**src/verilog/lsu_defines.svh**
```systemverilog
`ifndef LSU_DEFINES_SVH
`define LSU_DEFINES_SVH

// data and address width of the core
`define LSU_XLEN 32

// data SRAM depth in words
// addresses wrap modulo this depth
`define SRAM_WORDS 1024

// cycles from read-address handshake to read data valid
// the SRAM counter needs a value of 2 or more
`define SRAM_LATENCY 2

`endif

```
**src/verilog/lsu_pkg.sv**
```systemverilog
`include "lsu_defines.svh"

package lsu_pkg;

    // I-format view, used by loads
    typedef struct packed {
        logic [11:0] imm;
        logic [4:0]  rs1;
        logic [2:0]  funct3;
        logic [4:0]  rd;
        logic [6:0]  opcode;
    } i_fmt_t;

    // S-format view, used by stores
    typedef struct packed {
        logic [6:0] imm_hi;
        logic [4:0] rs2;
        logic [4:0] rs1;
        logic [2:0] funct3;
        logic [4:0] imm_lo;
        logic [6:0] opcode;
    } s_fmt_t;

    // one instruction word seen through either format
    typedef union packed {
        i_fmt_t i;
        s_fmt_t s;
    } inst_u;

    // encoding follows funct3[1:0]
    typedef enum logic [1:0] {
        SZ_BYTE = 2'b00,
        SZ_HALF = 2'b01,
        SZ_WORD = 2'b10
    } access_size_e;

    // decoded request from decode to execute
    typedef struct packed {
        logic                 is_store;
        access_size_e         size;
        logic                 sign;
        logic [`LSU_XLEN-1:0] addr;
        logic [`LSU_XLEN-1:0] wdata;
        logic [4:0]           rd;
    } mem_req_t;

    // completion record from execute to result
    typedef struct packed {
        logic                 is_store;
        logic                 fault;
        logic [`LSU_XLEN-1:0] raw;
        logic [1:0]           offset;
        access_size_e         size;
        logic                 sign;
        logic [4:0]           rd;
    } load_rsp_t;

endpackage

```
**src/verilog/lsu_result.sv**
```systemverilog
`timescale 1ns/100ps
`include "lsu_defines.svh"

module lsu_result (
    input  logic                 clk,
    input  logic                 rst,
    input  logic                 rsp_valid,
    input  lsu_pkg::load_rsp_t   rsp,
    output logic                 done,
    output logic                 fault,
    output logic                 rd_wen,
    output logic [4:0]           rd_idx,
    output logic [`LSU_XLEN-1:0] rd_data
);

    logic [`LSU_XLEN-1:0] shifted;
    logic [`LSU_XLEN-1:0] extended;

    // bring the addressed lane down to bit 0
    assign shifted = rsp.raw >> {rsp.offset, 3'b000};

    always_comb begin
        case (rsp.size)
            lsu_pkg::SZ_BYTE:
                extended = {{(`LSU_XLEN-8){rsp.sign && shifted[7]}}, shifted[7:0]};
            lsu_pkg::SZ_HALF:
                extended = {{(`LSU_XLEN-16){rsp.sign && shifted[15]}}, shifted[15:0]};
            default:
                extended = shifted;
        endcase
    end

    always_ff @(posedge clk) begin
        if (rst) begin
            done   <= 1'b0;
            fault  <= 1'b0;
            rd_wen <= 1'b0;
        end else begin
            done   <= rsp_valid;
            fault  <= rsp_valid && rsp.fault;
            rd_wen <= rsp_valid && !rsp.is_store && !rsp.fault;
        end
    end

    always_ff @(posedge clk) begin
        if (rsp_valid) begin
            rd_idx  <= rsp.rd;
            // nothing to write back for stores and faults
            rd_data <= (rsp.is_store || rsp.fault) ? '0 : extended;
        end
    end

endmodule

```
**config.mk**
```make
export PLATFORM = sky130hd
export DESIGN_NAME = lsu_result
export DESIGN_NICKNAME = d
export VERILOG_FILES = /design/src/verilog/lsu_pkg.sv /design/src/verilog/lsu_result.sv
export VERILOG_INCLUDE_DIRS = /design/src /design/src/verilog
export SDC_FILE = /design/constraint.sdc
export NUM_CORES = 1
export LEC_CHECK = 0
export ABC_AREA = 1
export BUFFER_PORTS_ARGS = -buffer_cell sky130_fd_sc_hd__buf_2
export CAP_MARGIN = 20
export CORE_MARGIN = 1.5
export CORE_UTILIZATION = 30
export CTS_CLUSTER_DIAMETER = 40
export CTS_CLUSTER_SIZE = 30
export DETAILED_ROUTE_END_ITERATION = 6
export GPL_TIMING_DRIVEN = 1
export HOLD_SLACK_MARGIN = 0.08
export PLACE_DENSITY = 0.63
export SKIP_LAST_GASP = 1
export SLEW_MARGIN = 10
export SYNTH_ARGS = -nofsm -noshare
export SYNTH_HDL_FRONTEND = slang
export SYNTH_SLANG_ARGS = --single-unit
```
**constraint.sdc**
```tcl
create_clock -name clk -period 1.4 [get_ports clk]
set_clock_uncertainty 0.2 [all_clocks]
set_input_delay 0.28 -clock clk [delete_from_list [all_inputs] [get_ports clk]]
set_output_delay 0.28 -clock clk [all_outputs]
set_load 0.05 [all_outputs]
```
==> results.json <==
{
  "synth_edf_count": 37,
  "timing.critical_path.max_delay_family": "flip-flops",
  "syn_nets": 298,
  "drt_iter0_markers": 251,
  "wl_per_cell_um": 13.6,
  "clockRootBuffer": "clkbuf_8",
  "critPathArrivalTime_ps": 910,
  "start_kind": "flop",
  "grt_usage": 0.154,
  "endpoint": "rd_data[24]",
  "synth_top_area_frac": 0.513,
  "synthArstFlopShare": 0,
  "rows": 30,
  "dp.cells": 431,
  "dieArea_sq_um": 7740,
  "pin_count": 87,
  "drc": 0,
  "grt_max_degree": 40,
  "clk_pin_slew_ps": 80,
  "hpwl_um": 4220,
  "die_w_um": 88.0,
  "cap_violations": 0,
  "hold-worst-slack_ps": 156,
  "period_minus_slack_ps": 1390,
  "timing_worst_setup_path_type": "reg -> out",
  "start_util": 0.314,
  "synthesis.area_sq_um": 2170,
  "cp_slowest_stage_delay_ps": 410,
  "yosysMostFrequentCell": "nand2_1",
  "grt_pass1_vias": 1944,
  "crit_required_ps": 920,
  "status": "finished clean",
  "synth.area.top_cells": "edfxtp_1 51%, nand2_1 17%, nand3_1 7.6%",
  "synth_top_area_cell": "edfxtp_1",
  "core_area_sq_um": 6910,
  "nets": 398,
  "h-tree-depth": 2,
  "slew_violations": 0,
  "syn_area_per_cell_sq_um": 8.63,
  "pre_cts_slack_ps": -304,
  "worstMarginPinSlew_ps": 385,
  "clockBufferDepth": 2,
  "power_density_nw_per_um2": 1060,
  "fillCellCount": 722,
  "peakVddDrop_mv": 0.324,
  "static-leakage-power_nw": 1.52,
  "postCtsSetupRepairBufs": 0,
  "area_delta_synth_final_pct": 39.8,
  "antenna_found_initial": 0,
  "cts_tree": "done",
  "setup_ws_ps": 6.48,
  "crit_path_end_kind": "output pin",
  "n_antenna_cell": 0,
  "grt-ovfl-total": 0,
  "grt_pass1_wl_um": 9110,
  "synth.distinct_cells": 22,
  "die_y_um": 88.0,
  "fin_crit_sh": 0.995,
  "hold_viol_final": 0,
  "worstPathMaxFanout": 1,
  "total_power_mw": 3.22,
  "worst-path-buf-inv": 1,
  "firstDrtPassIters": 4,
  "cp_num_cells": 1,
  "wl_um": 6110,
  "startpoint": "rd_data[24]",
  "drive_gt1_frac": 0.335,
  "rsz0062_at_grt": "yes",
  "portBuffers": 86,
  "num_vias": 2106,
  "antenna_left": 0,
  "post-route-cell-area_sq_um": 3030,
  "ys.flop_type": "edfxtp_1",
  "cts_buffers": 5,
  "slowest_stage": "edfxtp_1",
  "fmax_ghz": 0.718,
  "synth_seq_cells": 40,
  "cts.sinks": 40,
  "maxSlewHeadroom": 0.743,
  "synthTopCellsByCount": "98 x nand2_1, 37 x edfxtp_1, 33 x nand3_1",
  "via_per_inst": 4.70,
  "postSynthCellCount": 251,
  "crit_chain": "buf_4",
  "seq_area_frac_synth": 0.540,
  "final-setup-viol-count": 0,
  "place_area_sq_um": 2750,
  "hold_class": "in -> reg",
  "routabilityCongestion": 0.902,
  "final_cells": 448,
  "synth_warnings": 0
}
==> sequential cells by signal (all words and copies together), names as in the netlist <==
| name | cells |
|---|---|
| rd_wen | 1 |
| done | 1 |
| rd_data | 32 |
| rd_idx | 5 |
| fault | 1 |
==> repair_timing <==
item / in CTS / in global routing
gates cloned: 0 / 2
pin swaps: 0 / 1
resized for setup: 3 / 25
hold endpoints to repair: 8 / 0
hold buffers: 7 / 0
endpoints found under the setup margin: 3 / 26
==> how the worst min path moves through the flow <==
stage / start / endpoint / cells past startpoint
final: rsp[14] / rd_data[4] / 3
after global routing: rsp[15] / rd_data[5] / 3
after CTS: rsp[14] / rd_data[4] / 3
after detailed placement: rsp[3] / rd_idx[3] / 1
after global placement: rsp[1] / rd_idx[1] / 1
after floorplan: rst / fault / 1
==> metrics by stage <==
stage	TNS [ps]	utilization
CTS	-9.44	0.426
global placement	-4770	0.398
floorplan	-1070	-
detailed placement	-6590	0.398
finish	0	0.439
global route	-85.1	0.439
==> cell families after synthesis <==
kind of cell    count (synthesis)  synth area share
simple gates                  144             0.299
buf+inv                        38            0.0895
compound gates                 29            0.0710
flops                          40             0.540
==> where the power goes <==
group          total [mW]  internal, mW  switching, mW
clock               0.981         0.537          0.443
sequential           1.42          1.39         0.0240
combinational       0.817         0.248          0.569
==> cells in the final DEF, fill, tap and decap left out <==
cell,netlist,final
clkinvlp_4,0,1
buf_12,0,3
inv_4,1,1
nor2_1,5,5
a21oi_1,15,15
nand4_2,1,1
nand3_4,1,2
buf_4,1,16
clkinv_1,1,1
nand2_1,98,98
clkbuf_8,0,5
a31oi_1,7,7
edfxtp_1,37,37
nand2_4,1,1
dfxtp_1,3,3
nor2_4,2,2
inv_6,0,1
inv_1,20,20
o21ai_0,7,7
bufinv_16,0,1
nand3b_1,1,1
nor3_1,1,1
buf_2,6,75
dlygate4sd3_1,0,7
nand3b_2,0,1
buf_6,5,6
nand3b_4,1,2
nand3_1,33,32
==> area by class of cell <==
| class | instances | area (sq um) | share of cell area |
|---|---|---|---|
| multi-input cells | 175 | 846 | 0.279 |
| clock inverters | 3 | 46.3 | 0.0153 |
| flip-flops and latches | 40 | 1170 | 0.386 |
| repair buffers | 107 | 693 | 0.229 |
| clock buffers | 5 | 68.8 | 0.0227 |
| well taps | 96 | 120 | 0.0396 |
| inverters | 22 | 85.1 | 0.0281 |
==> layer usage <==
metal,vias up,routed length (um),global-route usage
met1,985,2710,0.199
met2,73,2940,0.262
met3,10,381,0.0283
met5,-,0,0
met4,0,74,0.0476
li1,1038,-,-
(Power assumes the default switching activity.)
