## src/verilog/lsu_defines.svh

```systemverilog
`ifndef LSU_DEFINES_SVH
`define LSU_DEFINES_SVH

// data and address width of the core
`define LSU_XLEN 32

// data SRAM depth in words
// addresses wrap modulo this depth
`define SRAM_WORDS 1024

// cycles from read-address handshake to read data valid
// the SRAM counter needs a value of 2 or more
`define SRAM_LATENCY 2

`endif

```

## src/verilog/lsu_pkg.sv

```systemverilog
`include "lsu_defines.svh"

package lsu_pkg;

    // I-format view, used by loads
    typedef struct packed {
        logic [11:0] imm;
        logic [4:0]  rs1;
        logic [2:0]  funct3;
        logic [4:0]  rd;
        logic [6:0]  opcode;
    } i_fmt_t;

    // S-format view, used by stores
    typedef struct packed {
        logic [6:0] imm_hi;
        logic [4:0] rs2;
        logic [4:0] rs1;
        logic [2:0] funct3;
        logic [4:0] imm_lo;
        logic [6:0] opcode;
    } s_fmt_t;

    // one instruction word seen through either format
    typedef union packed {
        i_fmt_t i;
        s_fmt_t s;
    } inst_u;

    // encoding follows funct3[1:0]
    typedef enum logic [1:0] {
        SZ_BYTE = 2'b00,
        SZ_HALF = 2'b01,
        SZ_WORD = 2'b10
    } access_size_e;

    // decoded request from decode to execute
    typedef struct packed {
        logic                 is_store;
        access_size_e         size;
        logic                 sign;
        logic [`LSU_XLEN-1:0] addr;
        logic [`LSU_XLEN-1:0] wdata;
        logic [4:0]           rd;
    } mem_req_t;

    // completion record from execute to result
    typedef struct packed {
        logic                 is_store;
        logic                 fault;
        logic [`LSU_XLEN-1:0] raw;
        logic [1:0]           offset;
        access_size_e         size;
        logic                 sign;
        logic [4:0]           rd;
    } load_rsp_t;

endpackage

```

## src/verilog/mem_bus_if.sv

```systemverilog
`timescale 1ns/100ps
`include "lsu_defines.svh"

interface mem_bus_if;

    // read address channel
    logic [`LSU_XLEN-1:0]   araddr;
    logic                   arvalid;
    logic                   arready;

    // read data channel
    logic [`LSU_XLEN-1:0]   rdata;
    logic                   rvalid;
    logic                   rready;

    // write address channel
    logic [`LSU_XLEN-1:0]   awaddr;
    logic                   awvalid;
    logic                   awready;

    // write data channel, one strobe bit per byte lane
    logic [`LSU_XLEN-1:0]   wdata;
    logic [`LSU_XLEN/8-1:0] wstrb;
    logic                   wvalid;
    logic                   wready;

    // write response, no status since the SRAM never fails
    logic                   bvalid;
    logic                   bready;

    modport master (
        output araddr, arvalid, rready,
        output awaddr, awvalid, wdata, wstrb, wvalid, bready,
        input  arready, rdata, rvalid, awready, wready, bvalid
    );

    modport slave (
        input  araddr, arvalid, rready,
        input  awaddr, awvalid, wdata, wstrb, wvalid, bready,
        output arready, rdata, rvalid, awready, wready, bvalid
    );

endinterface
```

## src/verilog/lsu_execute.sv

```systemverilog
`timescale 1ns/100ps
`include "lsu_defines.svh"

module lsu_execute (
    input  logic               clk,
    input  logic               rst,
    input  logic               req_valid,
    input  lsu_pkg::mem_req_t  req,
    input  logic               fault,
    mem_bus_if.master          bus,
    output logic               busy,
    output logic               rsp_valid,
    output lsu_pkg::load_rsp_t rsp
);

    localparam logic [2:0] ST_IDLE   = 3'd0;
    localparam logic [2:0] ST_AR     = 3'd1;
    localparam logic [2:0] ST_R      = 3'd2;
    localparam logic [2:0] ST_AW     = 3'd3;
    localparam logic [2:0] ST_W      = 3'd4;
    localparam logic [2:0] ST_B      = 3'd5;
    localparam logic [2:0] ST_FINISH = 3'd6;

    logic [2:0]           state;
    logic [3:0]           strb;
    logic [`LSU_XLEN-1:0] lane_data;
    logic                 accept;

    assign accept = (state == ST_IDLE) && req_valid;

    // byte lanes touched by the store
    always_comb begin
        case (req.size)
            lsu_pkg::SZ_BYTE: strb = 4'b0001 << req.addr[1:0];
            lsu_pkg::SZ_HALF: strb = req.addr[1] ? 4'b1100 : 4'b0011;
            default:          strb = 4'b1111;
        endcase
    end

    assign lane_data = req.wdata << {req.addr[1:0], 3'b000};

    // covers the pending request until result raises done
    assign busy = req_valid || (state != ST_IDLE);

    always_ff @(posedge clk) begin
        if (rst) begin
            state       <= ST_IDLE;
            rsp_valid   <= 1'b0;
            bus.arvalid <= 1'b0;
            bus.rready  <= 1'b0;
            bus.awvalid <= 1'b0;
            bus.wvalid  <= 1'b0;
            bus.bready  <= 1'b0;
        end else begin
            rsp_valid <= 1'b0;
            case (state)
                ST_IDLE: begin
                    if (req_valid) begin
                        // faults complete without touching the bus
                        if (fault) begin
                            rsp_valid <= 1'b1;
                            state     <= ST_FINISH;
                        end else if (req.is_store) begin
                            bus.awvalid <= 1'b1;
                            state       <= ST_AW;
                        end else begin
                            bus.arvalid <= 1'b1;
                            state       <= ST_AR;
                        end
                    end
                end
                ST_AR: begin
                    if (bus.arready) begin
                        bus.arvalid <= 1'b0;
                        bus.rready  <= 1'b1;
                        state       <= ST_R;
                    end
                end
                ST_R: begin
                    if (bus.rvalid) begin
                        bus.rready <= 1'b0;
                        rsp_valid  <= 1'b1;
                        state      <= ST_FINISH;
                    end
                end
                ST_AW: begin
                    if (bus.awready) begin
                        bus.awvalid <= 1'b0;
                        bus.wvalid  <= 1'b1;
                        state       <= ST_W;
                    end
                end
                ST_W: begin
                    if (bus.wready) begin
                        bus.wvalid <= 1'b0;
                        state      <= ST_B;
                    end
                end
                ST_B: begin
                    // bready follows bvalid by one cycle
                    if (bus.bvalid && bus.bready) begin
                        bus.bready <= 1'b0;
                        rsp_valid  <= 1'b1;
                        state      <= ST_FINISH;
                    end else if (bus.bvalid) begin
                        bus.bready <= 1'b1;
                    end
                end
                ST_FINISH: state <= ST_IDLE;
                default:   state <= ST_IDLE;
            endcase
        end
    end

    always_ff @(posedge clk) begin
        if (accept) begin
            bus.araddr   <= req.addr;
            bus.awaddr   <= req.addr;
            bus.wdata    <= lane_data;
            bus.wstrb    <= strb;
            rsp.is_store <= req.is_store;
            rsp.fault    <= fault;
            rsp.raw      <= '0;
            rsp.offset   <= req.addr[1:0];
            rsp.size     <= req.size;
            rsp.sign     <= req.sign;
            rsp.rd       <= req.rd;
        end else if (state == ST_R && bus.rvalid && bus.rready) begin
            rsp.raw <= bus.rdata;
        end
    end

    // only one access is ever in flight
    a_single_addr_channel: assert property (
        @(posedge clk) disable iff (rst) !(bus.arvalid && bus.awvalid)
    );

endmodule

```

## src/flat_wrapper.sv

```systemverilog
// flat-port wrapper written by rule: the top's interface ports become plain ports
module lsu_execute_flat 
  (clk, rst, req_valid, req, fault, busy, rsp_valid, rsp, bus_araddr, bus_arvalid, bus_rready, bus_awaddr, bus_awvalid, bus_wdata, bus_wstrb, bus_wvalid, bus_bready, bus_arready, bus_rdata, bus_rvalid, bus_awready, bus_wready, bus_bvalid);
  mem_bus_if bus_i ();
  input  logic clk;
  input  logic rst;
  input  logic req_valid;
  input  lsu_pkg::mem_req_t req;
  input  logic fault;
  output logic busy;
  output logic rsp_valid;
  output lsu_pkg::load_rsp_t rsp;
  output wire logic [$bits(bus_i.araddr)-1:0] bus_araddr;
  output wire logic [$bits(bus_i.arvalid)-1:0] bus_arvalid;
  output wire logic [$bits(bus_i.rready)-1:0] bus_rready;
  output wire logic [$bits(bus_i.awaddr)-1:0] bus_awaddr;
  output wire logic [$bits(bus_i.awvalid)-1:0] bus_awvalid;
  output wire logic [$bits(bus_i.wdata)-1:0] bus_wdata;
  output wire logic [$bits(bus_i.wstrb)-1:0] bus_wstrb;
  output wire logic [$bits(bus_i.wvalid)-1:0] bus_wvalid;
  output wire logic [$bits(bus_i.bready)-1:0] bus_bready;
  input wire logic [$bits(bus_i.arready)-1:0] bus_arready;
  input wire logic [$bits(bus_i.rdata)-1:0] bus_rdata;
  input wire logic [$bits(bus_i.rvalid)-1:0] bus_rvalid;
  input wire logic [$bits(bus_i.awready)-1:0] bus_awready;
  input wire logic [$bits(bus_i.wready)-1:0] bus_wready;
  input wire logic [$bits(bus_i.bvalid)-1:0] bus_bvalid;
  assign bus_araddr = bus_i.araddr;
  assign bus_arvalid = bus_i.arvalid;
  assign bus_rready = bus_i.rready;
  assign bus_awaddr = bus_i.awaddr;
  assign bus_awvalid = bus_i.awvalid;
  assign bus_wdata = bus_i.wdata;
  assign bus_wstrb = bus_i.wstrb;
  assign bus_wvalid = bus_i.wvalid;
  assign bus_bready = bus_i.bready;
  assign bus_i.arready = bus_arready;
  assign bus_i.rdata = bus_rdata;
  assign bus_i.rvalid = bus_rvalid;
  assign bus_i.awready = bus_awready;
  assign bus_i.wready = bus_wready;
  assign bus_i.bvalid = bus_bvalid;
  lsu_execute u_core (.clk(clk), .rst(rst), .req_valid(req_valid), .req(req), .fault(fault), .bus(bus_i), .busy(busy), .rsp_valid(rsp_valid), .rsp(rsp));
endmodule
```

## config.mk

```make
export PLATFORM = sky130hd
export DESIGN_NAME = lsu_execute_flat
export DESIGN_NICKNAME = d
export VERILOG_FILES = /design/src/verilog/lsu_pkg.sv /design/src/verilog/mem_bus_if.sv /design/src/verilog/lsu_execute.sv /design/src/flat_wrapper.sv
export VERILOG_INCLUDE_DIRS = /design/src /design/src/verilog
export SDC_FILE = /design/constraint.sdc
export NUM_CORES = 1
export LEC_CHECK = 0
export BUFFER_PORTS_ARGS = -buffer_cell sky130_fd_sc_hd__buf_2
export CAP_MARGIN = 30
export CELL_PAD_IN_SITES_DETAIL_PLACEMENT = 0
export CELL_PAD_IN_SITES_GLOBAL_PLACEMENT = 1
export CORE_AREA = 10 10 162 119
export CTS_BUF_LIST = sky130_fd_sc_hd__clkbuf_2 sky130_fd_sc_hd__clkbuf_4 sky130_fd_sc_hd__clkbuf_8
export DETAILED_ROUTE_END_ITERATION = 10
export DIE_AREA = 0 0 172 129
export HOLD_SLACK_MARGIN = 0.05
export PLACE_DENSITY_LB_ADDON = 0.12
export SETUP_SLACK_MARGIN = 0.2
export SLEW_MARGIN = 20
export SYNTH_ARGS = -nofsm -noshare
export SYNTH_HDL_FRONTEND = slang
export SYNTH_SLANG_ARGS = --single-unit
```

## constraint.sdc

```tcl
create_clock -name clk -period 4.6 [get_ports clk]
set_clock_uncertainty 0.15 [all_clocks]
set_input_delay 0.46 -clock clk [delete_from_list [all_inputs] [get_ports clk]]
set_output_delay 0.46 -clock clk [all_outputs]
set_load 0.02 [all_outputs]
```

==> flow_summary_export.csv <==
group,metric,value,unit
status,status,"complete, no violations",
route,drt_wl_total,15.8,mm
synthesis,ys_seq_area_frac,0.665,
cts,cts.repair.resized,0,
synthesis,ys_types,33,
timing,rsz0062_at_grt,"false",
critical_path,crit_buf_inv,1,
final_layout,final_cell_mix,"buf_2, nand2_1, edfxtp_1",
timing,worstMarginPinSlew,0.766,ns
placement,finalWeightedCongestion,0.787,
synthesis,syn_area,4760,um2
timing,report.final.slew_viol_count,0,
cts,cts_htree_levels,4,
route,top_layer_used,"met5",
critical_path,rrSetupSlack,2.38,ns
synthesis,synth_edf_count,78,
critical_path,r2r-start,"u_core.state[1]$_SDFFE_PP0P_",
route,met3_length,2.04,mm
min_path,whs_path_depth,1,
flow_run,cap_violations,0,
cts,worstSkewPairLatency,0.44,ns
route,drt_first_pass_iters,4,
min_path,hold_start,"req[70]",
pwr,p_leak,2.97,nW
final_layout,final_nets,789,
min_path,whs_endpoint,"u_core.rsp[6]$_DFFE_PP_",
route,route.detailed.drc,0,
cts,cts-root-buf,"clkbuf_8",
final_layout,drive_above_1_share,0.436,
timing,timing.setup.tns,0,ns
critical_path,reg2reg_to,"u_core.rsp[29]$_SDFFE_PP0P_",
final_layout,antennaDiodeCount,0,
critical_path,crit_path_end_kind,"primary output",
placement,port_buffers,264,
timing,fin_crit,2.29,ns
critical_path,required,3.99,ns
grt,grt_max_degree,113,
final_layout,layout_commonest_cell,"buf_2",
pwr,ir_drop,0.000198,V
critical_path,worstPathMaxFanout,15,
min_path,hold_path_class,"in -> reg",
route,vias,3910,
route,drtAntennaViolNets,0,
floorplan,design.core.area,16100,um2
timing,setup_violations,0,
synthesis,synth_cells,410,
critical_path,slowest_stage,"or4_1",
grt,grt_pass1_wl,23.2,mm
timing,hold_violations,0,
synthesis,avgSynthCellArea,11.6,um2
synthesis,yosys_register_bits,119,
floorplan,die_y,129,um
grt,grt_pass1_vias,4130,
critical_path,crit_chain,"or4_1 -> buf_2",
floorplan,row_count,39,
critical_path,cp_num_cells,2,
critical_path,cp.arrival,1.68,ns
timing,fmax,0.437,GHz
floorplan,io_pins,265,
critical_path,worst-setup-path-type,"reg -> out",
critical_path,rr_worst_depth,5,
cts,cts_tree,"built",
floorplan,die_area,22200,um2
cts,cts.path.max_buffers,2,
timing,fin_crit_sh,0.497,
placement,place_ws,2.37,ns
final_layout,syn2layout_area_growth,43.4,%
route,drt-vias-per-instance,4.38,
critical_path,crit_family,"simple AND/OR/NAND/NOR gates",
synthesis,syn-num-nets,524,
synthesis,yosysWarnings,0,
grt,grt.total_usage,0.137,
route,wire_per_inst,17.6,um
route,drtIter0Drc,199,
timing,fin_ws,2.31,ns
floorplan,start_util,0.295,
route,wl_met2,7.41,mm
synthesis,async_flop_share,0,
route,wl_met1,6.06,mm
placement,dp.final_hpwl,11.7,mm
pwr,total_power,3.15,mW
grt,grt-ovfl-total,0,
cts,cts_buffers,17,
grt,grt_antenna_before_repair,3,
floorplan,die_x,172,um
cts,cts.clk_slew.worst_paths,0.07,ns
cts,clock-sinks,119,
synthesis,synth_flop_cell,"edfxtp_1",
pwr,p_per_area,461,nW/um2
timing,slew_headroom,0.489,
critical_path,max_stage_delay,0.58,ns
critical_path,start_kind,"flip-flop",
==> state kept, by name, indices dropped and copies added (netlist names) <==
| signal | flops |
|---|---|
| u_core.bus.arvalid | 1 |
| u_core.rsp | 43 |
| u_core.bus.wstrb | 4 |
| u_core.rsp_valid | 1 |
| u_core.state | 3 |
| u_core.bus.wdata | 32 |
| u_core.bus.awvalid | 1 |
| u_core.bus.rready | 1 |
| u_core.bus.wvalid | 1 |
| u_core.bus.bready | 1 |
| u_core.bus.araddr | 31 |
==> metal layers <==
metal	up-vias	track usage
met5	-	0
met4	4	0.0561
met3	21	0.0730
li1	1923	-
met2	170	0.224
met1	1792	0.145
==> cells in the mapped netlist, drive strengths merged (2+ instances only) <==
cell | instances | area [um2]
nor2 | 17 | 63.8
edfxtp | 78 | 2340
nand2 | 79 | 297
a21oi | 46 | 230
a211oi | 8 | 60.1
a21o | 3 | 22.5
o21bai | 2 | 15.0
and2 | 8 | 50.1
clkbuf | 11 | 41.3
dfxtp | 41 | 821
nand2b | 8 | 50.1
buf | 46 | 313
nor2b | 10 | 62.6
nor3 | 3 | 20.0
nand3 | 5 | 25.0
mux2i | 16 | 160
inv | 4 | 15.0
or3 | 2 | 12.5
o21ai | 12 | 60.1
==> cell type report <==
| cell class | count | area (um2) |
|---|---|---|
| Clock buffer | 22 | 272 |
| Clock inverter | 10 | 153 |
| Fill cell | 1575 | 9280 |
| Inverter | 4 | 15.0 |
| Multi-Input combinational cell | 230 | 1240 |
| Sequential cell | 119 | 3160 |
| Tap cell | 205 | 256 |
| Timing Repair Buffer | 303 | 1720 |
==> through the flow <==
stage	utilization	hold slack (ns)	std cells	area, um2
2_1_floorplan	-	0.383	410	4760
4_1_cts	0.424	0.0576	893	6820
5_1_grt	0.424	0.0560	893	6820
6_report	0.424	0.100	893	6820
3_3_place_gp	0.374	0.290	824	6020
3_5_place_dp	0.375	0.296	825	6040
==> worst max-delay path by stage <==
stage,slack [ns],to,startpoint
6_report,2.31,busy,u_core.state[2]$_SDFFE_PP0P_
3_5_place_dp,2.37,u_core.bus.wdata[19]$_DFFE_PP_,req[37]
2_1_floorplan,0.72,u_core.bus.araddr[10]$_DFFE_PP_,req_valid
4_1_cts,2.26,busy,u_core.state[2]$_SDFFE_PP0P_
5_1_grt,2.19,busy,u_core.state[0]$_SDFFE_PP0P_
3_3_place_gp,2.26,u_core.rsp[35]$_SDFFE_PP0P_,u_core.state[2]$_SDFFE_PP0P_
==> timing repair <==
item / CTS / global route
hold buffers: 36 / 0
setup buffers: 0 / 0
endpoints found under the hold margin: 36 / 0
setup endpoints to repair: 0 / 0
==> kinds of logic after synthesis <==
kind of cell	Yosys count	share of synthesized area
AO/OA/AOI/OAI	76	0.0902
XOR/XNOR	1	0.00184
buffers and inverters	61	0.0776
flip-flops	119	0.665
multiplexers	17	0.0360
AND/OR/NAND/NOR	136	0.130
==> power by group <==
group | total [mW] | switching [mW] | internal, mW | leakage, nW
Sequential | 1.40 | 0.0776 | 1.32 | 1.07
Combinational | 0.725 | 0.494 | 0.231 | 1.68
Clock | 1.02 | 0.407 | 0.614 | 0.213
(Power assumes the default switching activity.)
