<file path="config.mk">
export PLATFORM = sky130hd
export DESIGN_NAME = lsu_decode
export DESIGN_NICKNAME = d
export VERILOG_FILES = /design/src/verilog/lsu_pkg.sv /design/src/verilog/lsu_decode.sv
export VERILOG_INCLUDE_DIRS = /design/src /design/src/verilog
export SDC_FILE = /design/constraint.sdc
export NUM_CORES = 1
export LEC_CHECK = 0
export ABC_AREA = 1
export ABC_CLOCK_PERIOD_IN_PS = 3100
export BUFFER_PORTS_ARGS = -buffer_cell sky130_fd_sc_hd__clkbuf_2
export CAP_MARGIN = 20
export CORE_MARGIN = 1
export CORE_UTILIZATION = 45
export CTS_CLUSTER_DIAMETER = 120
export DETAILED_ROUTE_END_ITERATION = 8
export MAX_ROUTING_LAYER = met4
export PLACE_DENSITY = 0.74
export SLEW_MARGIN = 30
export SYNTH_ARGS = -nofsm -noshare
export SYNTH_HDL_FRONTEND = slang
export SYNTH_SLANG_ARGS = --single-unit
</file>
<file path="constraint.sdc">
create_clock -name clk -period 3.1 [get_ports clk]
set_input_delay 0.465 -clock clk [delete_from_list [all_inputs] [get_ports clk]]
set_output_delay 0.465 -clock clk [all_outputs]
set_load 0.02 [all_outputs]
</file>
<file path="src/verilog/lsu_defines.svh">
`ifndef LSU_DEFINES_SVH
`define LSU_DEFINES_SVH

// data and address width of the core
`define LSU_XLEN 32

// data SRAM depth in words
// addresses wrap modulo this depth
`define SRAM_WORDS 1024

// cycles from read-address handshake to read data valid
// the SRAM counter needs a value of 2 or more
`define SRAM_LATENCY 2

`endif

</file>
<file path="src/verilog/lsu_pkg.sv">
`include "lsu_defines.svh"

package lsu_pkg;

    // I-format view, used by loads
    typedef struct packed {
        logic [11:0] imm;
        logic [4:0]  rs1;
        logic [2:0]  funct3;
        logic [4:0]  rd;
        logic [6:0]  opcode;
    } i_fmt_t;

    // S-format view, used by stores
    typedef struct packed {
        logic [6:0] imm_hi;
        logic [4:0] rs2;
        logic [4:0] rs1;
        logic [2:0] funct3;
        logic [4:0] imm_lo;
        logic [6:0] opcode;
    } s_fmt_t;

    // one instruction word seen through either format
    typedef union packed {
        i_fmt_t i;
        s_fmt_t s;
    } inst_u;

    // encoding follows funct3[1:0]
    typedef enum logic [1:0] {
        SZ_BYTE = 2'b00,
        SZ_HALF = 2'b01,
        SZ_WORD = 2'b10
    } access_size_e;

    // decoded request from decode to execute
    typedef struct packed {
        logic                 is_store;
        access_size_e         size;
        logic                 sign;
        logic [`LSU_XLEN-1:0] addr;
        logic [`LSU_XLEN-1:0] wdata;
        logic [4:0]           rd;
    } mem_req_t;

    // completion record from execute to result
    typedef struct packed {
        logic                 is_store;
        logic                 fault;
        logic [`LSU_XLEN-1:0] raw;
        logic [1:0]           offset;
        access_size_e         size;
        logic                 sign;
        logic [4:0]           rd;
    } load_rsp_t;

endpackage

</file>
<file path="src/verilog/lsu_decode.sv">
`timescale 1ns/100ps
`include "lsu_defines.svh"

module lsu_decode (
    input  logic                 clk,
    input  logic                 rst,
    input  logic                 start,
    input  lsu_pkg::inst_u       inst,
    input  logic [`LSU_XLEN-1:0] rs1_val,
    input  logic [`LSU_XLEN-1:0] rs2_val,
    output logic                 req_valid,
    output lsu_pkg::mem_req_t    req,
    output logic                 fault
);

    localparam logic [6:0] OP_LOAD  = 7'b0000011;
    localparam logic [6:0] OP_STORE = 7'b0100011;

    logic                 is_load;
    logic                 is_store;
    logic [11:0]          imm12;
    logic [`LSU_XLEN-1:0] addr;
    logic                 bad_funct3;
    logic                 misaligned;
    logic                 bad;

    assign is_load  = inst.i.opcode == OP_LOAD;
    assign is_store = inst.s.opcode == OP_STORE;

    // stores split the immediate around rs2
    assign imm12 = is_store ? {inst.s.imm_hi, inst.s.imm_lo} : inst.i.imm;
    assign addr  = rs1_val + {{(`LSU_XLEN-12){imm12[11]}}, imm12};

    // loads allow 000,001,010,100,101; stores only 000..010
    assign bad_funct3 = (inst.i.funct3[1:0] == 2'b11) ||
                        (is_load && inst.i.funct3[2] && inst.i.funct3[1]) ||
                        (is_store && inst.i.funct3[2]);

    assign misaligned = (inst.i.funct3[1:0] == 2'b01 && addr[0]) ||
                        (inst.i.funct3[1:0] == 2'b10 && addr[1:0] != 2'b00);

    assign bad = !(is_load || is_store) || bad_funct3 || misaligned;

    always_ff @(posedge clk) begin
        if (rst) begin
            req_valid <= 1'b0;
            fault     <= 1'b0;
        end else begin
            req_valid <= start;
            fault     <= start && bad;
        end
    end

    always_ff @(posedge clk) begin
        if (start) begin
            req.is_store <= is_store;
            req.size     <= lsu_pkg::access_size_e'(inst.i.funct3[1:0]);
            req.sign     <= !inst.i.funct3[2];
            req.addr     <= addr;
            req.wdata    <= rs2_val;
            req.rd       <= inst.i.rd;
        end
    end

    // a new start must wait until execute has taken the request
    a_no_start_on_pending: assert property (
        @(posedge clk) disable iff (rst) req_valid |-> !start
    );

endmodule

</file>
==> results of run 1 <==
==> synth_stat cells <==
cell,count
sky130_fd_sc_hd__nor2_1,39
sky130_fd_sc_hd__o21bai_2,1
sky130_fd_sc_hd__ha_1,31
sky130_fd_sc_hd__inv_1,124
sky130_fd_sc_hd__a21oi_1,21
sky130_fd_sc_hd__o21bai_1,2
sky130_fd_sc_hd__nand2_2,7
sky130_fd_sc_hd__o21ai_0,4
sky130_fd_sc_hd__nor3_1,4
sky130_fd_sc_hd__nor3b_1,1
sky130_fd_sc_hd__xnor2_1,3
sky130_fd_sc_hd__edfxtp_1,73
sky130_fd_sc_hd__nand3_2,2
sky130_fd_sc_hd__nand3_1,25
sky130_fd_sc_hd__and3_1,1
sky130_fd_sc_hd__a31oi_1,1
sky130_fd_sc_hd__xor2_1,12
sky130_fd_sc_hd__nand4_1,5
sky130_fd_sc_hd__a21o_1,1
sky130_fd_sc_hd__fa_1,1
sky130_fd_sc_hd__dfxtp_1,2
sky130_fd_sc_hd__nor2_2,3
sky130_fd_sc_hd__or2_4,1
sky130_fd_sc_hd__nand2_1,246
==> logic make-up (layout without fill, tap and decap cells) <==
family / after synthesis / in the layout
buffers and inverters: 124 / 310
DFF: 75 / 75
AOI/OAI and AO/OA: 30 / 30
xor gates and xnor gates: 15 / 15
adders and majority gates: 32 / 32
and+or+nand+nor: 334 / 334
==> worst paths after layout <==
kind / end / slack [ns]
worst max-delay path: req[65] / 0.51
worst min-delay path: req_valid / 0.27
==> cell usage in the layout, fill, tap and decap left out, types with 2 or more instances in the layout <==
cell                         count
sky130_fd_sc_hd__a21oi_1        21
sky130_fd_sc_hd__clkbuf_2      167
sky130_fd_sc_hd__clkbuf_8        9
sky130_fd_sc_hd__clkinv_2        2
sky130_fd_sc_hd__clkinvlp_4      3
sky130_fd_sc_hd__dfxtp_1         2
sky130_fd_sc_hd__edfxtp_1       73
sky130_fd_sc_hd__ha_1           31
sky130_fd_sc_hd__inv_1         124
sky130_fd_sc_hd__nand2_1       246
sky130_fd_sc_hd__nand2_2         7
sky130_fd_sc_hd__nand3_1        25
sky130_fd_sc_hd__nand3_2         2
sky130_fd_sc_hd__nand4_1         5
sky130_fd_sc_hd__nor2_1         39
sky130_fd_sc_hd__nor2_2          3
sky130_fd_sc_hd__nor3_1          4
sky130_fd_sc_hd__o21ai_0         4
sky130_fd_sc_hd__o21bai_1        2
sky130_fd_sc_hd__xnor2_1         3
sky130_fd_sc_hd__xor2_1         12
==> sequential cells by signal, indices dropped and copies added (netlist names) <==
signal / count
req_valid: 1
req: 73
fault: 1
==> worst max-delay path: stages <==
cell                       delay, ns
sky130_fd_sc_hd__clkbuf_2       0.08
sky130_fd_sc_hd__nor3_1         0.21
sky130_fd_sc_hd__nand2_1        0.19
sky130_fd_sc_hd__inv_1          0.11
sky130_fd_sc_hd__nand2_1        0.05
sky130_fd_sc_hd__nand2_1        0.05
sky130_fd_sc_hd__ha_1           0.21
sky130_fd_sc_hd__inv_1          0.07
sky130_fd_sc_hd__fa_1           0.41
sky130_fd_sc_hd__inv_1          0.13
sky130_fd_sc_hd__nand3_1        0.09
sky130_fd_sc_hd__nand3_1        0.15
sky130_fd_sc_hd__nand3_1        0.09
sky130_fd_sc_hd__nand3_1        0.15
sky130_fd_sc_hd__nand2_1        0.11
sky130_fd_sc_hd__nand3_1        0.09
sky130_fd_sc_hd__nand2_1        0.05
==> area by class of cell <==
| class | instances | area, um2 | area share, % |
|---|---|---|---|
| clock inverter | 7 | 45.0 | 0.756 |
| sequential | 75 | 2230 | 37.4 |
| inverter | 124 | 465 | 7.81 |
| timing repair buffer | 170 | 868 | 14.6 |
| clock buffer | 9 | 124 | 2.08 |
| tap | 136 | 170 | 2.85 |
| multi-input combinational | 411 | 2060 | 34.5 |
==> routing by layer <==
metal / up-vias / global-route usage (%)
met4: 0 / 8.85
met3: 21 / 4.05
met2: 131 / 37.2
li1: 2261 / -
met5: - / -
met1: 1961 / 27.2
==> power breakdown <==
part           internal [W]  leakage, nW  switching (W)
registers           0.00125        0.730      0.0000296
logic              0.000272         2.56       0.000515
clock network      0.000286       0.0787       0.000388
total               0.00181         3.37       0.000932
==> metrics by stage <==
stage / total power (W) / cell area [um2]
after floorplan: 0.00180 / 4750
after global placement: 0.00207 / 5790
after detailed placement: 0.00209 / 5790
after CTS: 0.00276 / 5960
after global routing: 0.00289 / 5960
final: 0.00274 / 5960
==> flow_summary.yaml, run 1 <==
critical_path:
  timing.critical_path.from_type: "primary input"
  timing_worst_setup_path_type: "in2reg"
  worst-endpoint-required_ns: 3.23
  type_of_destination_of_the_critical_path: "flop"
  cp_max_fo: 7
  critPathLaunch: "inst[3]"
  worstPathArrival_ns: 2.72
detailed_routing:
  drt_iter0_markers: 224
  dr_total_vias: 4374
  detail_route.wirelength_um: 11400
  met2_length_um: 5360
  routed_wire_length_per_instance_um: 12.3
  wl_met3_um: 612
  met1Wirelength_um: 5220
  dr.max_layer_used: "met4"
  routed_via_density: 4.69
  remaining_drc_errors: 0
  drt_pre_antenna_iters: 5
  ant_nets: 0
placed_design:
  port_buffers: 168
  routabilityCongestion: 0.924
  numPlacedInstances: 916
  place_worst_setup_slack_ns: 0.124
  detailed_place_hpwl_um: 9430
timing:
  worst_hold_slack_ns: 0.271
  fin_crit_sh_pct: 83.7
  min_period_ns: 2.59
  timing_hold_violations_final: 0
  fmaxAchievable_mhz: 386
  pins_over_their_slew_limit: 0
  setup_tns_ns: 0
  finalWorstSetupSlack_ns: 0.507
  setup_viol_count_final: 0
  rsz_0062_raised_after_global_routing: "no"
  timing.max_slew.rel_slack_pct: 49.7
  worstMarginPinSlew_ns: 0.754
synth:
  mappedNetlistArea_mm2: 0.00475
  ys_types: 24
  portion_of_netlist_area_occupied_by_mux_cells_pct: 0
  synth_compound_area_share_pct: 3.47
  ys_seq_elements: 75
  syn_inst: 610
  synth_simple_gate_area_share_pct: 28.4
  synth_area_leaders: "sky130_fd_sc_hd__edfxtp_1 (46%), sky130_fd_sc_hd__nand2_1 (19%), sky130_fd_sc_hd__inv_1 (9.8%)"
  synth-xor-area-share_pct: 2.76
  synth_nets: 741
  ys_seq_area_share_pct: 47.0
  library_cell_occupying_the_most_area_in_the_post_synthesis_netlist: "sky130_fd_sc_hd__edfxtp_1"
  synth_top_family_by_area: "simple AND/OR/NAND/NOR gates"
  adder_cell_share_of_the_synthesized_area_pct: 8.58
  post_synth.cell_area_avg_um2: 7.79
  synth_top_cell_area_share_pct: 46.1
  synthesis.yosys.warnings: 0
power_and_ir_drop:
  peakVddDrop_mv: 0.204
  power_density_mw_per_mm2: 460
  leakage_nw: 3.37
global_routing:
  gr-usage-all-layers_pct: 22.4
  number_of_antenna_violations_at_the_first_check_in_global_routing: 0
  congestion_overflow_gr: 0
  grt_first_pass_wirelength_um: 18800
  first_global_vias: 4151
  grt_max_degree: 40
clock_network:
  post_cts_hold_buffer_count: 0
  cts.sink_count: 75
  tritoncts.num_buffers: 9
  cts-root-to-sink-buffers: 2
  post_cts_buffers: 0
  cts-resized-gates: 0
  root_cell_of_the_clock_tree: "sky130_fd_sc_hd__clkbuf_8"
  tritoncts_clock_tree: "done"
  cts.clk_slew.worst_paths_ns: 0.09
  htree_num_levels: 3
worst_hold_path:
  type_of_the_worst_min_delay_path: "in2reg"
  hp-start: "rst"
  hold-path-cell-count: 2
floorplanning:
  start_util_pct: 46.3
  coreArea_mm2: 0.0103
  design.die.area_mm2: 0.0110
  floorplan.die.width_um: 105
  rows: 37
  io_pins: 174
  die_h_um: 105
layout:
  syn2layout_area_growth_pct: 25.4
  finalNonFillerCells: 932
  num-fill-cells: 983
  drive_gt1_share_pct: 25.0
  utilization_of_the_core_after_routing_pct: 58.0
  antenna_cells_inserted: 0
  final_nets: 922
run_status:
  run_status: "finished, final reports clean"
run:
  maxCapViolations: 0
Power figures use the tool's default switching activity.
==> inputs of run 2 (changes only) <==
--- a/config.mk
+++ b/config.mk
@@ -7,7 +7,7 @@
 export NUM_CORES = 1
 export LEC_CHECK = 0
 export ABC_AREA = 1
-export ABC_CLOCK_PERIOD_IN_PS = 3100
+export ABC_CLOCK_PERIOD_IN_PS = 2700
 export BUFFER_PORTS_ARGS = -buffer_cell sky130_fd_sc_hd__clkbuf_2
 export CAP_MARGIN = 20
 export CORE_MARGIN = 1
==> constraint.sdc (replaced) <==
create_clock -name clk -period 2.7 [get_ports clk]
set_input_delay 0.405 -clock clk [delete_from_list [all_inputs] [get_ports clk]]
set_output_delay 0.405 -clock clk [all_outputs]
set_load 0.02 [all_outputs]
==> run 2 against run 1 <==
  * First-iteration DRC count fell by 13%
  * Non-clock buffer count rose by 8
  * Clock power rose by 42%
  * Largest power group unchanged
==> flow_summary.yaml, run 2 (same netlist as run 1, synthesis figures left out) <==
run_status:
  run_status: "finished, final reports clean"
clock_network:
  post_cts_hold_buffer_count: 0
  cts-resized-gates: 0
  tritoncts_clock_tree: "done"
  htree_num_levels: 3
  cts.clk_slew.worst_paths_ns: 0.09
  cts-root-to-sink-buffers: 2
  post_cts_buffers: 0
  root_cell_of_the_clock_tree: "sky130_fd_sc_hd__clkbuf_8"
  tritoncts.num_buffers: 9
  cts.sink_count: 75
global_routing:
  top_usage_layer: "met2"
  first_global_vias: 4240
  gr-usage-all-layers_pct: 22.7
  number_of_antenna_violations_at_the_first_check_in_global_routing: 0
  globalRouteMet3Util_pct: 4.30
  grt_max_degree: 75
  gr-usage-met2_pct: 39.2
  gr-usage-met1_pct: 26.7
  congestion_overflow_gr: 0
  grt_first_pass_wirelength_um: 18900
critical_path:
  critical_path_buf_inv_count: 4
  cp_max_fo: 7
  timing.critical_path.from_type: "primary input"
  path_cells: "clkbuf_2 > nand2_1 > nor3_1 > nand2_1 > inv_1 > nand2_1 > nand2_1 > ha_1 > inv_1 > fa_1 > inv_1 > nand3_1 > nand3_1 > nand2_1 > a21oi_1 > nor2_1 > nand2_1 > nand2_1"
  cp_slowest_stage_delay_ns: 0.40
  type_of_destination_of_the_critical_path: "flop"
  cpLargestDelayFamily: "simple AND/OR/NAND/NOR gates"
  timing_worst_setup_path_type: "in2reg"
  crit_top_cell: "sky130_fd_sc_hd__nand2_1"
  worst-endpoint-required_ns: 2.81
  timing.critical_path.slowest_stage_cell: "sky130_fd_sc_hd__fa_1"
  worstPathArrival_ns: 2.56
detailed_routing:
  drt_pre_antenna_iters: 5
  drt_iter0_markers: 195
  remaining_drc_errors: 0
  routed_via_density: 4.69
  dr_total_vias: 4406
  routed_wire_length_per_instance_um: 12.5
  detail_route.wirelength_um: 11800
  ant_nets: 0
power_and_ir_drop:
  comb_power_share_pct: 27.5
  power_frac_seq_pct: 43.9
  net-switching-power_w: 0.00106
  power_density_mw_per_mm2: 550
  power_frac_clock_pct: 28.6
  peakVddDrop_mv: 0.246
  switching_share_pct: 31.8
  leakage_nw: 3.43
  intPower_w: 0.00228
floorplanning:
  floorplan.die.width_um: 105
  design.die.area_mm2: 0.0110
  die_h_um: 105
  rows: 37
  coreArea_mm2: 0.0103
  start_util_pct: 46.3
  io_pins: 174
layout:
  multi_input_area_mm2: 0.00206
  largest_reg_flops: 73
  finalNonFillerCells: 940
  drive_gt1_share_pct: 25.7
  antenna_cells_inserted: 0
  num-fill-cells: 958
  seq_area_mm2: 0.00223
  final_cell_mix: "sky130_fd_sc_hd__nand2_1 (246), sky130_fd_sc_hd__clkbuf_2 (167), sky130_fd_sc_hd__inv_1 (124)"
  top_register: "req"
  syn2layout_area_growth_pct: 27.7
  reg.largest.list: "req (73), fault (1), req_valid (1)"
  final_nets: 930
  layout.cells.most_common: "sky130_fd_sc_hd__nand2_1"
timing:
  timing.max_slew.rel_slack_pct: 73.8
  timing_hold_violations_final: 0
  fin_crit_sh_pct: 90.5
  finalWorstSetupSlack_ns: 0.256
  setup_tns_ns: 0
  pins_over_their_slew_limit: 0
  fmaxAchievable_mhz: 409
  min_period_ns: 2.44
  worstMarginPinSlew_ns: 0.392
  rsz_0062_raised_after_global_routing: "no"
  setup_viol_count_final: 0
placed_design:
  routabilityCongestion: 0.894
  port_buffers: 168
  numPlacedInstances: 924
  detailed_place_hpwl_um: 9690
  place_worst_setup_slack_ns: -0.0783
worst_hold_path:
  type_of_the_worst_min_delay_path: "in2reg"
run:
  maxCapViolations: 0
==> run 2: changes by cell type in the layout (fill, tap and decap cells not counted), sizes merged <==
cell    change
bufinv      +2
clkbuf      +1
buf         +8
clkinv      -3
==> run 2: cell type report <==
| cell class | instances | area share, % |
|---|---|---|
| flip-flops and latches | 75 | 36.8 |
| inverters | 124 | 7.67 |
| clock buffers | 10 | 2.10 |
| multi-input cells | 411 | 33.9 |
| clock inverters | 6 | 1.50 |
| well taps | 136 | 2.80 |
| repair buffers | 178 | 15.3 |
==> run 2: worst paths after layout <==
| path | start | slack, ns | cells after the start | to |
|---|---|---|---|---|
| min | rs2_val[7] | 0.23 | 1 | req[12] |
| max | inst[1] | 0.26 | 18 | req[53] |
==> run 2: power by group through the flow <==
stage               logic (W)  registers (W)  clock network [W]
floorplan            0.000410        0.00166                  0
global placement     0.000904        0.00149                  0
detailed placement   0.000917        0.00150                  0
CTS                  0.000922        0.00147           0.000975
global route          0.00102        0.00148            0.00102
finish               0.000918        0.00147           0.000956
==> run 2: metrics by stage <==
step | hold slack (ns) | util (%) | cell area, um2 | power, W
2_1_floorplan | 0.487 | - | 4750 | 0.00207
3_3_place_gp | 0.576 | 56.9 | 5850 | 0.00239
3_5_place_dp | 0.584 | 56.9 | 5850 | 0.00241
4_1_cts | 0.212 | 59.1 | 6070 | 0.00337
5_1_grt | 0.202 | 59.1 | 6070 | 0.00352
6_report | 0.225 | 59.1 | 6070 | 0.00334
==> run 2: layer usage <==
layer  up-vias  wire length (um)
met5         -                 0
met4         0               182
met1      1961              5100
met3        16               715
met2       148              5760
li1       2281                 -
